**config.mk**
```make
export PLATFORM = sky130hd
export DESIGN_NAME = fetch_top
export DESIGN_NICKNAME = d
export VERILOG_FILES = /design/src/fetch_pkg.sv /design/src/isa_pkg.sv /design/src/fetch_top.sv /design/src/issue_pack.sv /design/src/predecode_lane.sv /design/src/fetch_buffer.sv /design/src/fetch_ctrl.sv
export VERILOG_INCLUDE_DIRS = /design/src
export SDC_FILE = /design/constraint.sdc
export NUM_CORES = 1
export LEC_CHECK = 0
export ABC_AREA = 1
export BUFFER_PORTS_ARGS = -buffer_cell sky130_fd_sc_hd__buf_2
export CORE_MARGIN = 5
export CORE_UTILIZATION = 60
export DETAILED_ROUTE_END_ITERATION = 8
export PLACE_DENSITY = 0.86
export SLEW_MARGIN = 20
export SYNTH_ARGS = -nofsm -noshare
export SYNTH_HDL_FRONTEND = slang
export SYNTH_HIERARCHICAL = 1
export SYNTH_SLANG_ARGS = --single-unit
```
**constraint.sdc**
```tcl
create_clock -name clock -period 19.98 [get_ports clock]
set_clock_uncertainty 0.05 [all_clocks]
set_input_delay 3.996 -clock clock [delete_from_list [all_inputs] [get_ports clock]]
set_output_delay 3.996 -clock clock [all_outputs]
set_load 0.01 [all_outputs]
```
**src/fetch_macros.svh**
```systemverilog
`ifndef FETCH_MACROS_SVH
`define FETCH_MACROS_SVH

// one instruction slot
`define INSTR_WIDTH 32

// slots per fetch word
`define FETCH_LANES 2

// bits in one memory answer
`define FETCH_WIDTH (`INSTR_WIDTH * `FETCH_LANES)

// pc step for one fetch
`define FETCH_BYTES 8

`define JAL_OPCODE 7'b1101111

`endif
```
**src/fetch_pkg.sv**
```systemverilog
`include "fetch_macros.svh"

package fetch_pkg;

  typedef logic [31:0] addr_t; // byte address

  typedef logic [`INSTR_WIDTH-1:0] instr_t;

  // low half is the instruction at pc, high half the one at pc + 4
  typedef logic [`FETCH_WIDTH-1:0] fetch_word_t;

  typedef enum logic [1:0] {
    idle, // no request outstanding
    busy, // waiting for a wanted answer
    ctrl, // redirected, the pending answer gets dropped
    inv   // same as ctrl, after a fence
  } fetch_state_t;

endpackage

```
**src/isa_pkg.sv**
```systemverilog
`include "fetch_macros.svh"

package isa_pkg;

  // rv32i major opcodes
  typedef enum logic [6:0] {
    op_load = 7'b0000011,
    op_misc_mem = 7'b0001111, // fence, fence.i
    op_imm = 7'b0010011,
    op_auipc = 7'b0010111,
    op_store = 7'b0100011,
    op_reg = 7'b0110011,
    op_lui = 7'b0110111,
    op_branch = 7'b1100011,
    op_jalr = 7'b1100111,
    op_jal = `JAL_OPCODE,
    op_system = 7'b1110011
  } opcode_t;

  typedef logic [31:0] jimm_t; // sign-extended j-type immediate

endpackage

```
**src/fetch_top.sv**
```systemverilog
`include "fetch_macros.svh"

module fetch_top
  import fetch_pkg::*;
(
  input logic clock,
  input logic reset,
  input logic enable,
  input logic stall,
  input logic trap,
  input addr_t mtvec,
  input logic mret,
  input addr_t mepc,
  input logic miss,
  input addr_t miss_addr,
  input logic fence,
  input addr_t fence_npc,
  output logic mem_valid,
  output addr_t mem_addr,
  output logic mem_fence,
  output logic mem_spec,
  input logic mem_ready,
  input fetch_word_t mem_rdata,
  output logic out_valid,
  output addr_t out_pc0,
  output instr_t out_instr0,
  output addr_t out_pc1,
  output instr_t out_instr1,
  output logic out_valid1
);

  logic resp_valid;
  addr_t req_pc;
  logic clear;
  logic full;
  logic pred_taken;
  addr_t pred_taddr;

  // per lane, index 0 is the slot at the fetch pc
  addr_t slot_pc [`FETCH_LANES];
  instr_t slot_instr [`FETCH_LANES];
  logic slot_valid [`FETCH_LANES];
  logic taken [`FETCH_LANES];
  addr_t taddr [`FETCH_LANES];

  fetch_ctrl fetch_ctrl_inst (
    .clock(clock),
    .reset(reset),
    .enable(enable),
    .trap(trap),
    .mtvec(mtvec),
    .mret(mret),
    .mepc(mepc),
    .miss(miss),
    .miss_addr(miss_addr),
    .fence(fence),
    .fence_npc(fence_npc),
    .pred_taken(pred_taken),
    .pred_taddr(pred_taddr),
    .full(full),
    .mem_ready(mem_ready),
    .mem_valid(mem_valid),
    .mem_addr(mem_addr),
    .mem_fence(mem_fence),
    .mem_spec(mem_spec),
    .resp_valid(resp_valid),
    .req_pc(req_pc),
    .clear(clear)
  );

  fetch_buffer fetch_buffer_inst (
    .clock(clock),
    .reset(reset),
    .resp_valid(resp_valid),
    .req_pc(req_pc),
    .mem_rdata(mem_rdata),
    .clear(clear),
    .stall(stall),
    .slot_pc0(slot_pc[0]),
    .slot_instr0(slot_instr[0]),
    .slot_valid0(slot_valid[0]),
    .slot_pc1(slot_pc[1]),
    .slot_instr1(slot_instr[1]),
    .slot_valid1(slot_valid[1]),
    .full(full)
  );

  for (genvar lane = 0; lane < `FETCH_LANES; lane++) begin : gen_lane
    predecode_lane predecode_lane_inst (
      .pc(slot_pc[lane]),
      .instr(slot_instr[lane]),
      .valid(slot_valid[lane]),
      .taken(taken[lane]),
      .taddr(taddr[lane])
    );
  end

  issue_pack issue_pack_inst (
    .clock(clock),
    .reset(reset),
    .stall(stall),
    .slot_pc0(slot_pc[0]),
    .slot_instr0(slot_instr[0]),
    .slot_valid0(slot_valid[0]),
    .slot_pc1(slot_pc[1]),
    .slot_instr1(slot_instr[1]),
    .slot_valid1(slot_valid[1]),
    .taken0(taken[0]),
    .taddr0(taddr[0]),
    .taken1(taken[1]),
    .taddr1(taddr[1]),
    .out_valid(out_valid),
    .out_pc0(out_pc0),
    .out_instr0(out_instr0),
    .out_pc1(out_pc1),
    .out_instr1(out_instr1),
    .out_valid1(out_valid1),
    .pred_taken(pred_taken),
    .pred_taddr(pred_taddr)
  );

endmodule

```
**src/issue_pack.sv**
```systemverilog
module issue_pack
  import fetch_pkg::*;
  import isa_pkg::*;
(
  input logic clock,
  input logic reset,
  input logic stall,
  input addr_t slot_pc0,
  input instr_t slot_instr0,
  input logic slot_valid0,
  input addr_t slot_pc1,
  input instr_t slot_instr1,
  input logic slot_valid1,
  input logic taken0,
  input addr_t taddr0,
  input logic taken1,
  input addr_t taddr1,
  output logic out_valid,
  output addr_t out_pc0,
  output instr_t out_instr0,
  output addr_t out_pc1,
  output instr_t out_instr1,
  output logic out_valid1,
  output logic pred_taken,
  output addr_t pred_taddr
);

  localparam instr_t nop = instr_t'({25'b0, op_imm}); // addi x0, x0, 0

  logic keep1;

  always_comb begin
    keep1 = slot_valid1 && !taken0; // slot 1 is dead behind a taken jal
    pred_taken = taken0 || (taken1 && keep1);
    pred_taddr = taken0 ? taddr0 : taddr1;
  end

  always_ff @(posedge clock) begin
    if (!reset) begin
      out_valid <= 1'b0;
      out_valid1 <= 1'b0;
    end else if (!stall) begin
      out_valid <= slot_valid0;
      out_valid1 <= slot_valid0 && keep1;
    end
  end

  // bundle stays put while the issue stage stalls
  always_ff @(posedge clock) begin
    if (!stall && slot_valid0) begin
      out_pc0 <= slot_pc0;
      out_instr0 <= slot_instr0;
      out_pc1 <= slot_pc1;
      out_instr1 <= keep1 ? slot_instr1 : nop;
    end
  end

endmodule

```
**src/predecode_lane.sv**
```systemverilog
module predecode_lane
  import fetch_pkg::*;
  import isa_pkg::*;
(
  input addr_t pc,
  input instr_t instr,
  input logic valid,
  output logic taken,
  output addr_t taddr
);

  opcode_t opcode;
  jimm_t jimm;

  always_comb begin
    opcode = opcode_t'(instr[6:0]);

    // imm[20|10:1|11|19:12] scattered over the upper bits
    jimm = {{12{instr[31]}}, instr[19:12], instr[20], instr[30:21], 1'b0};

    // static prediction, jal is always taken
    taken = valid && (opcode == op_jal);
    taddr = pc + jimm;
  end

endmodule

```
**src/fetch_buffer.sv**
```systemverilog
`include "fetch_macros.svh"

module fetch_buffer
  import fetch_pkg::*;
(
  input logic clock,
  input logic reset,
  input logic resp_valid,
  input addr_t req_pc,
  input fetch_word_t mem_rdata,
  input logic clear,
  input logic stall,
  output addr_t slot_pc0,
  output instr_t slot_instr0,
  output logic slot_valid0,
  output addr_t slot_pc1,
  output instr_t slot_instr1,
  output logic slot_valid1,
  output logic full
);

  logic held;
  addr_t held_pc;
  fetch_word_t held_word;
  logic cur_valid;
  addr_t cur_pc;
  fetch_word_t cur_word;

  // a fresh answer passes straight through, a held one comes from the register
  always_comb begin
    cur_valid = (resp_valid || held) && !clear;
    cur_pc = resp_valid ? req_pc : held_pc;
    cur_word = resp_valid ? mem_rdata : held_word;

    full = cur_valid && stall; // occupied in the next cycle

    slot_valid0 = cur_valid;
    slot_valid1 = cur_valid;
    slot_pc0 = cur_pc;
    slot_pc1 = cur_pc + addr_t'(`INSTR_WIDTH / 8);
    slot_instr0 = cur_word[`INSTR_WIDTH-1:0];
    slot_instr1 = cur_word[`FETCH_WIDTH-1:`INSTR_WIDTH];
  end

  always_ff @(posedge clock) begin
    if (!reset) begin
      held <= 1'b0;
    end else begin
      held <= full;
    end
  end

  always_ff @(posedge clock) begin
    if (resp_valid && stall) begin
      held_pc <= req_pc;
      held_word <= mem_rdata;
    end
  end

endmodule

```
**src/fetch_ctrl.sv**
```systemverilog
`include "fetch_macros.svh"

module fetch_ctrl
  import fetch_pkg::*;
(
  input logic clock,
  input logic reset,
  input logic enable,
  input logic trap,
  input addr_t mtvec,
  input logic mret,
  input addr_t mepc,
  input logic miss,
  input addr_t miss_addr,
  input logic fence,
  input addr_t fence_npc,
  input logic pred_taken,
  input addr_t pred_taddr,
  input logic full,
  input logic mem_ready,
  output logic mem_valid,
  output addr_t mem_addr,
  output logic mem_fence,
  output logic mem_spec,
  output logic resp_valid,
  output addr_t req_pc,
  output logic clear
);

  fetch_state_t state_q;
  fetch_state_t state_d;
  addr_t pc_q; // pending request address, or the next one to issue
  addr_t pc_d;
  addr_t target;
  addr_t seq_pc;
  logic redirect;
  logic fence_win;
  logic launch;

  // redirect priority, trap highest
  always_comb begin
    redirect = trap || mret || miss || fence;
    fence_win = fence && !(trap || mret || miss);
    if (trap) begin
      target = mtvec;
    end else if (mret) begin
      target = mepc;
    end else if (miss) begin
      target = miss_addr;
    end else begin
      target = fence_npc;
    end
    // only looked at while an answer is accepted
    seq_pc = pred_taken ? pred_taddr : pc_q + addr_t'(`FETCH_BYTES);
  end

  always_comb begin
    state_d = state_q;
    pc_d = pc_q;
    launch = 1'b0;
    resp_valid = 1'b0;
    mem_valid = 1'b0;

    case (state_q)
      idle: begin
        launch = enable; // nothing leaves before enable
      end
      busy: begin
        if (mem_ready) begin
          launch = 1'b1;
          resp_valid = !redirect; // a redirect drops this answer
          pc_d = seq_pc;
        end else if (redirect) begin
          state_d = fence_win ? inv : ctrl;
        end
      end
      ctrl, inv: begin
        if (mem_ready) begin
          launch = 1'b1; // swallow the stale answer
        end else if (fence_win) begin
          state_d = inv;
        end
      end
      default: begin
        state_d = idle;
      end
    endcase

    if (redirect) begin
      pc_d = target;
    end

    // hold off while the buffer cannot take another answer
    if (launch) begin
      mem_valid = !full;
      state_d = full ? idle : busy;
    end

    mem_addr = pc_d;
    mem_fence = fence_win;
    mem_spec = redirect;
    clear = redirect;
    req_pc = pc_q;
  end

  always_ff @(posedge clock) begin
    if (!reset) begin
      state_q <= idle;
      pc_q <= '0;
    end else begin
      state_q <= state_d;
      pc_q <= pc_d;
    end
  end

endmodule

```
==> results.sh, run 1 <==
export IMPL_hpwl_microns=49600
export IMPL_crit_fanout=70
export IMPL_final_common_cell="nand2_1"
export IMPL_cts_root_buf="clkbuf_16"
export IMPL_synth_warnings=6
export IMPL_synth_seq_cells=261
export IMPL_antenna_found_initial=0
export IMPL_vias=18300
export IMPL_cts_tree="yes"
export IMPL_postCtsSetupBuffers=0
export IMPL_power_switching_uw=310
export IMPL_holdBufCountCts=0
export IMPL_crit_arrival_ns=10.21
export IMPL_ir_worst_vdd_v=0.0000585
export IMPL_start_kind="input pin"
export IMPL_grt_pass1_wl_microns=96600
export IMPL_clk_latency_ns=0.57
export IMPL_rows=63
export IMPL_overflow=0
export IMPL_rsz0062_at_grt="no"
export IMPL_cp_slowest_cell="buf_4"
export IMPL_worst_hold_path_type="flop to flop"
export IMPL_cp_slowest_stage_delay_ns=0.66
export IMPL_dr_pass1_iters=6
export IMPL_postLayoutCoreUtil=0.703
export IMPL_status="completed"
export IMPL_p_per_area_nw_per_um2=57.6
export IMPL_fin_area_sq_um=20800
export IMPL_max_slew_margin=0.305
export IMPL_top_usage_layer="met2"
export IMPL_setup_violations=0
export IMPL_synth_edff_count=224
export IMPL_p_leak_nw=10.3
export IMPL_io_buffers=365
export IMPL_totalWireLength_microns=63400
export IMPL_final_cell_mix="nand2_1, buf_2, inv_1"
export IMPL_crit_type="input pin to primary output"
export IMPL_clk_pin_slew_ns=0.06
export IMPL_fmax_mhz=70.2
export IMPL_synth_flop_cell="edfxtp_1"
export IMPL_setup_slack_ns=5.73
export IMPL_grt_use_met3=0.0520
export IMPL_p_int_uw=890
export IMPL_cts_resized=0
export IMPL_final_antenna_net_count=0
export IMPL_grt_pass1_vias=17800
export IMPL_cts_sinks=261
export IMPL_synth_avg_cell_area_sq_um=7.22
export IMPL_combinationalPowerShare=0.102
export IMPL_drive_above_1_share=0.194
export IMPL_seq_area_frac_synth=0.414
export IMPL_fp_coreArea_sq_um=29600
export IMPL_grt_max_degree=96
export IMPL_areaGrowthSynthToFinish_pct=15.6
export IMPL_die_width_microns=183
export IMPL_worst_slew_pin_slew_ns=1.04
export IMPL_pwr_share_clk=0.394
export IMPL_synth_cell_types=52
export IMPL_die_y_microns=183
export IMPL_seqPwrFrac=0.504
export IMPL_maxCapViolCount=0
export IMPL_start_util=0.609
export IMPL_drt_initial_drc_count=1643
export IMPL_antenna_cells=0
export IMPL_end_kind="primary output"
export IMPL_cts_buffers=27
export IMPL_power_share_switching=0.259
export IMPL_fillCellCount=2433
export IMPL_nets=3091
export IMPL_grt_total_usage=0.365
export IMPL_fin_crit_sh=0.713
export IMPL_tns_ns=0
export IMPL_required_ns=15.93
export IMPL_routed_via_density=5.64
export IMPL_ios=366
export IMPL_async_flop_share=0
export IMPL_gp_congestion=1.01
export IMPL_crit_top_cell="nand2_1"
export IMPL_h_tree_depth=1
export IMPL_slew_violations=0
export IMPL_placed_area_sq_um=20000
export IMPL_place_ws_ns=5.93
export IMPL_grt_use_met1=0.459
export IMPL_drc=0
export IMPL_min_period_ns=14.25
export IMPL_postSynthCellCount=2497
export IMPL_clk_path_buf_depth=3
export IMPL_finalHoldViolCount=0
export IMPL_wl_per_cell_microns=19.6
export IMPL_die_area_sq_um=33600
export IMPL_synth_area_sq_um=18000
export IMPL_synthesis_nets=2762
export IMPL_grtUsageMet2=0.623
## synth_stat cells, drive strengths merged (4+ instances only)
master	number	area, sq um
a21oi	81	428
o211ai	33	248
buf	54	340
and2	4	25.0
o21ai	23	115
a31oi	4	25.0
o21bai	8	63.8
nor2	269	1150
a22oi	8	60.1
nand3b	5	37.5
or2	6	37.5
nand3	97	563
dfxtp	37	741
nor3	16	100
nand2	1133	4440
clkbuf	21	78.8
edfxtp	224	6730
xor2	46	403
ha	62	776
nand4	15	93.8
xnor2	8	70.1
o311ai	26	228
inv	299	1130
## path summary, 6_finish.rpt
kind	endpoint	cells past startpoint	startpoint	slack, ns
max	mem_addr[14]	32	trap	5.73
min	fetch_buffer_inst/held_pc[0]	0	fetch_ctrl_inst/req_pc[0]	0.44
max reg2reg	fetch_ctrl_inst/req_pc[14]	28	fetch_ctrl_inst/state_q[0]	13.90
min reg2reg	fetch_buffer_inst/held_pc[0]	0	fetch_ctrl_inst/req_pc[0]	0.44
## state kept, by name (all words and copies together) (netlist names)
name / count
issue_pack_inst/out_pc0: 32
issue_pack_inst/out_valid1: 1
fetch_buffer_inst/held: 1
issue_pack_inst/out_instr1: 32
fetch_ctrl_inst/state_q: 2
fetch_ctrl_inst/req_pc: 32
fetch_buffer_inst/held_word: 64
issue_pack_inst/out_pc1: 32
issue_pack_inst/out_valid: 1
fetch_buffer_inst/held_pc: 32
issue_pack_inst/out_instr0: 32
## through the flow
stage / cells / hold WS (ns) / total power [mW]
after floorplan: 2497 / 0.380 / 0.681
after global placement: 3187 / 0.398 / 0.731
after detailed placement: 3187 / 0.417 / 0.735
after CTS: 3236 / 0.429 / 1.20
after global routing: 3236 / 0.442 / 1.24
final: 3236 / 0.444 / 1.20
## per-layer routing
metal	part of all wire	up-vias
met5	0	-
met4	0.059	0
met3	0.094	209
met2	0.47	1117
met1	0.38	8322
li1	-	8604
## critical path: cells and delay by family
family | cells | cell delay [ns]
AND/OR/NAND/NOR | 14 | 1.85
AO/OA/AOI/OAI | 4 | 0.81
adder cells (fa/ha/maj) | 2 | 0.69
XOR/XNOR | 2 | 0.49
buffers and inverters | 10 | 2.28
## power groups by stage
stage	clock, mW	combinational, mW	sequential (mW)
2_1_floorplan	0	0.0691	0.612
3_3_place_gp	0	0.116	0.615
3_5_place_dp	0	0.119	0.616
4_1_cts	0.474	0.120	0.604
5_1_grt	0.500	0.134	0.605
6_report	0.473	0.122	0.605
## layout make-up
type                    instances  area (sq um)  share of cell area
clock buffers                  29           683              0.0328
inverters                     300          1130              0.0543
repair buffers                375          1900              0.0912
clock inverters                20           131             0.00630
well taps                     390           488              0.0234
flip-flops and latches        261          7470               0.358
multi-input cells            1861          9040               0.434
## kinds of logic after synthesis
kind of cell               after synthesis  share of synthesized area
and+or+nand+nor                       1549                      0.359
AOI/OAI and AO/OA                      194                     0.0696
xor gates and xnor gates                54                     0.0262
buffers and inverters                  375                     0.0859
adders and majority gates               64                     0.0452
DFF                                    261                      0.414
Note: power is estimated with default switching activity, not from simulation.
==> inputs of run 2 (changes only) <==
- ABC_AREA: 1 -> 0
- CORE_UTILIZATION: 60 -> 51
- PLACE_DENSITY: 0.86 -> 0.78
- clock period: 19.98 -> 12.31 ns (I/O delays scaled with it)
==> run 2 against run 1 <==
Total power increased by 71%; design area decreased by 2.6%; sequential share of layout area increased by 0.94 points; combinational power increased by 50%; highest routed layer unchanged; register-to-register slack got worse by 7.8 ns; global-route usage decreased by 9.5 points; hold slack got worse by 0.035 ns; via count decreased by 19%; critical path type unchanged.
==> results.sh, run 2 <==
export IMPL_crit_type="input pin to primary output"
export IMPL_totalWireLength_microns=53800
export IMPL_dr_pass1_iters=7
export IMPL_yosysTopAreaCell="edfxtp_1"
export IMPL_drive_above_1_share=0.306
export IMPL_nets=2220
export IMPL_synth_flop_cell="edfxtp_1"
export IMPL_required_ns=9.80
export IMPL_status="completed"
export IMPL_fillCellCount=2837
export IMPL_final_common_cell="buf_2"
export IMPL_grt_total_usage=0.270
export IMPL_synthesis_nets=1906
export IMPL_async_flop_share=0
export IMPL_p_per_area_nw_per_um2=101
export IMPL_largest_reg_flops=64
export IMPL_max_flop_register="fetch_buffer_inst/held_word"
export IMPL_synth_seq_cells=261
export IMPL_end_kind="primary output"
export IMPL_drt_initial_drc_count=1238
export IMPL_synthTopCellsByArea="edfxtp_1, mux2_2, ha_1, dfxtp_1, mux2i_1"
export IMPL_h_tree_depth=1
export IMPL_crit_family="compound AO/OA/AOI/OAI gates"
export IMPL_final_antenna_net_count=0
export IMPL_tns_ns=0
export IMPL_antenna_found_initial=0
export IMPL_grt_pass1_vias=14500
export IMPL_hpwl_microns=41900
export IMPL_wl_per_cell_microns=22.2
export IMPL_finalHoldViolCount=0
export IMPL_crit_fanout=121
export IMPL_die_area_sq_um=37700
export IMPL_start_util=0.516
export IMPL_crit_arrival_ns=8.40
export IMPL_clk_latency_ns=0.58
export IMPL_postSynthCellCount=1641
export IMPL_overflow=0
export IMPL_gp_congestion=1.00
export IMPL_slew_violations=0
export IMPL_synth_warnings=6
export IMPL_grt_pass1_wl_microns=82300
export IMPL_clk_pin_slew_ns=0.06
export IMPL_placed_area_sq_um=19300
export IMPL_worst_hold_path_type="flop to flop"
export IMPL_routed_via_density=6.08
export IMPL_netlist_area_leader_share=0.389
export IMPL_clk_path_buf_depth=3
export IMPL_areaGrowthSynthToFinish_pct=17.4
export IMPL_synth_most_common_cell="edfxtp_1"
export IMPL_worst_slew_pin_slew_ns=0.973
export IMPL_seq_area_frac_synth=0.432
export IMPL_dpl_cell_count=2371
export IMPL_cts_root_buf="clkbuf_16"
export IMPL_cp_slowest_cell="a22oi_1"
export IMPL_synth_avg_cell_area_sq_um=10.5
export IMPL_start_kind="input pin"
export IMPL_fin_area_sq_um=20300
export IMPL_fp_coreArea_sq_um=33500
export IMPL_min_period_ns=10.92
export IMPL_ios=366
export IMPL_maxCapViolCount=0
export IMPL_die_width_microns=194
export IMPL_cp_slowest_stage_delay_ns=0.56
export IMPL_synth_area_sq_um=17300
export IMPL_ir_worst_vdd_v=0.0000907
export IMPL_antenna_cells=0
export IMPL_final_cell_mix="buf_2, edfxtp_1, nand2_1"
export IMPL_fin_crit_sh=0.887
export IMPL_drc=0
export IMPL_die_y_microns=194
export IMPL_postCtsSetupBuffers=0
export IMPL_cts_buffers=30
export IMPL_holdBufCountCts=0
export IMPL_synth_cell_types=105
export IMPL_grt_max_degree=122
export IMPL_fmax_mhz=91.6
export IMPL_rows=67
export IMPL_cts_sinks=261
export IMPL_p_leak_nw=8.02
export IMPL_rsz0062_at_grt="no"
export IMPL_cts_resized=0
export IMPL_ys_top_cells_by_count="edfxtp_1, nand2_1, a21oi_1"
export IMPL_synth_edff_count=224
export IMPL_max_slew_margin=0.351
export IMPL_path_cells="buf_2 -> nand3b_4 -> nor2_4 -> buf_12 -> nand4_1 -> a22oi_1 -> nand4_2 -> xnor2_1 -> ha_1 -> a2111oi_2 -> o211ai_1 -> nand3_1 -> a21boi_0 -> xnor2_1 -> mux2_4 -> nand2_1 -> o2bb2ai_1 -> a211oi_1 -> a211oi_1 -> buf_2"
export IMPL_fin_cells=2427
export IMPL_crit_buf_inv=3
export IMPL_setup_violations=0
export IMPL_cts_tree="yes"
export IMPL_vias=14800
export IMPL_io_buffers=365
[run 2: cell count changes in the layout (fill, tap and decap cells not counted), sizes merged, moves of 28 or more]
cell / previous run / this run
a211oi: 0 / 56
mux2: 0 / 125
nand3: 97 / 50
xnor2: 8 / 53
inv: 302 / 39
o21ai: 23 / 68
mux2i: 0 / 60
nor2b: 0 / 28
nand2: 1133 / 140
a21oi: 81 / 117
nor2: 269 / 78
and2: 4 / 40
nor4: 0 / 31
[run 2: cells by family (layout without fill, tap and decap cells)]
group,count (synthesis),in the layout,synth area share
muxes,185,185,0.122
DFF,261,261,0.432
buffers and inverters,136,474,0.0396
xor gates and xnor gates,76,76,0.0385
adders and majority gates,64,64,0.0472
AOI/OAI and AO/OA,388,388,0.151
and+or+nand+nor,531,531,0.170
[run 2: cell type report]
type,instances,area (sq um),share of cell area
Tap cell,448,561,0.0276
Sequential cell,261,7470,0.368
Inverter,37,139,0.00684
Clock inverter,21,231,0.0114
Timing Repair Buffer,381,1960,0.0965
Multi-Input combinational cell,1244,9180,0.452
Clock buffer,35,769,0.0379
[run 2: power breakdown]
group          leakage [nW]  total, mW  internal [mW]  switching [mW]
Clock                 0.474      0.885          0.516           0.370
Combinational          5.13      0.183         0.0797           0.104
Sequential             2.41      0.987          0.963          0.0242
[run 2: stage by stage]
step | hold slack, ns | setup slack, ns | power [mW] | utilization
floorplan | 0.374 | 1.60 | 1.10 | -
global placement | 0.399 | 1.56 | 1.18 | 0.576
detailed placement | 0.399 | 1.48 | 1.19 | 0.576
CTS | 0.417 | 1.48 | 2.07 | 0.606
global route | 0.443 | 1.03 | 2.13 | 0.606
finish | 0.409 | 1.39 | 2.06 | 0.606
[run 2: per-layer routing]
metal / vias to the layer above / GRT usage / wire, microns / share of wire
met4: 0 / 0.0924 / 1920 / 0.036
met2: 764 / 0.436 / 24400 / 0.45
met3: 109 / 0.0497 / 4940 / 0.092
li1: 6905 / - / - / -
met1: 6986 / 0.370 / 22600 / 0.42
met5: - / 0 / 0 / 0
[run 2: final timing paths]
path                              start                      endpoint  slack [ns]  cells past startpoint
max                           mem_ready                  mem_addr[22]        1.39                     20
min           fetch_ctrl_inst/req_pc[0]  fetch_buffer_inst/held_pc[0]        0.41                      0
max reg2reg  fetch_ctrl_inst/state_q[0]    fetch_ctrl_inst/req_pc[29]        6.09                     21
min reg2reg   fetch_ctrl_inst/req_pc[0]  fetch_buffer_inst/held_pc[0]        0.41                      0
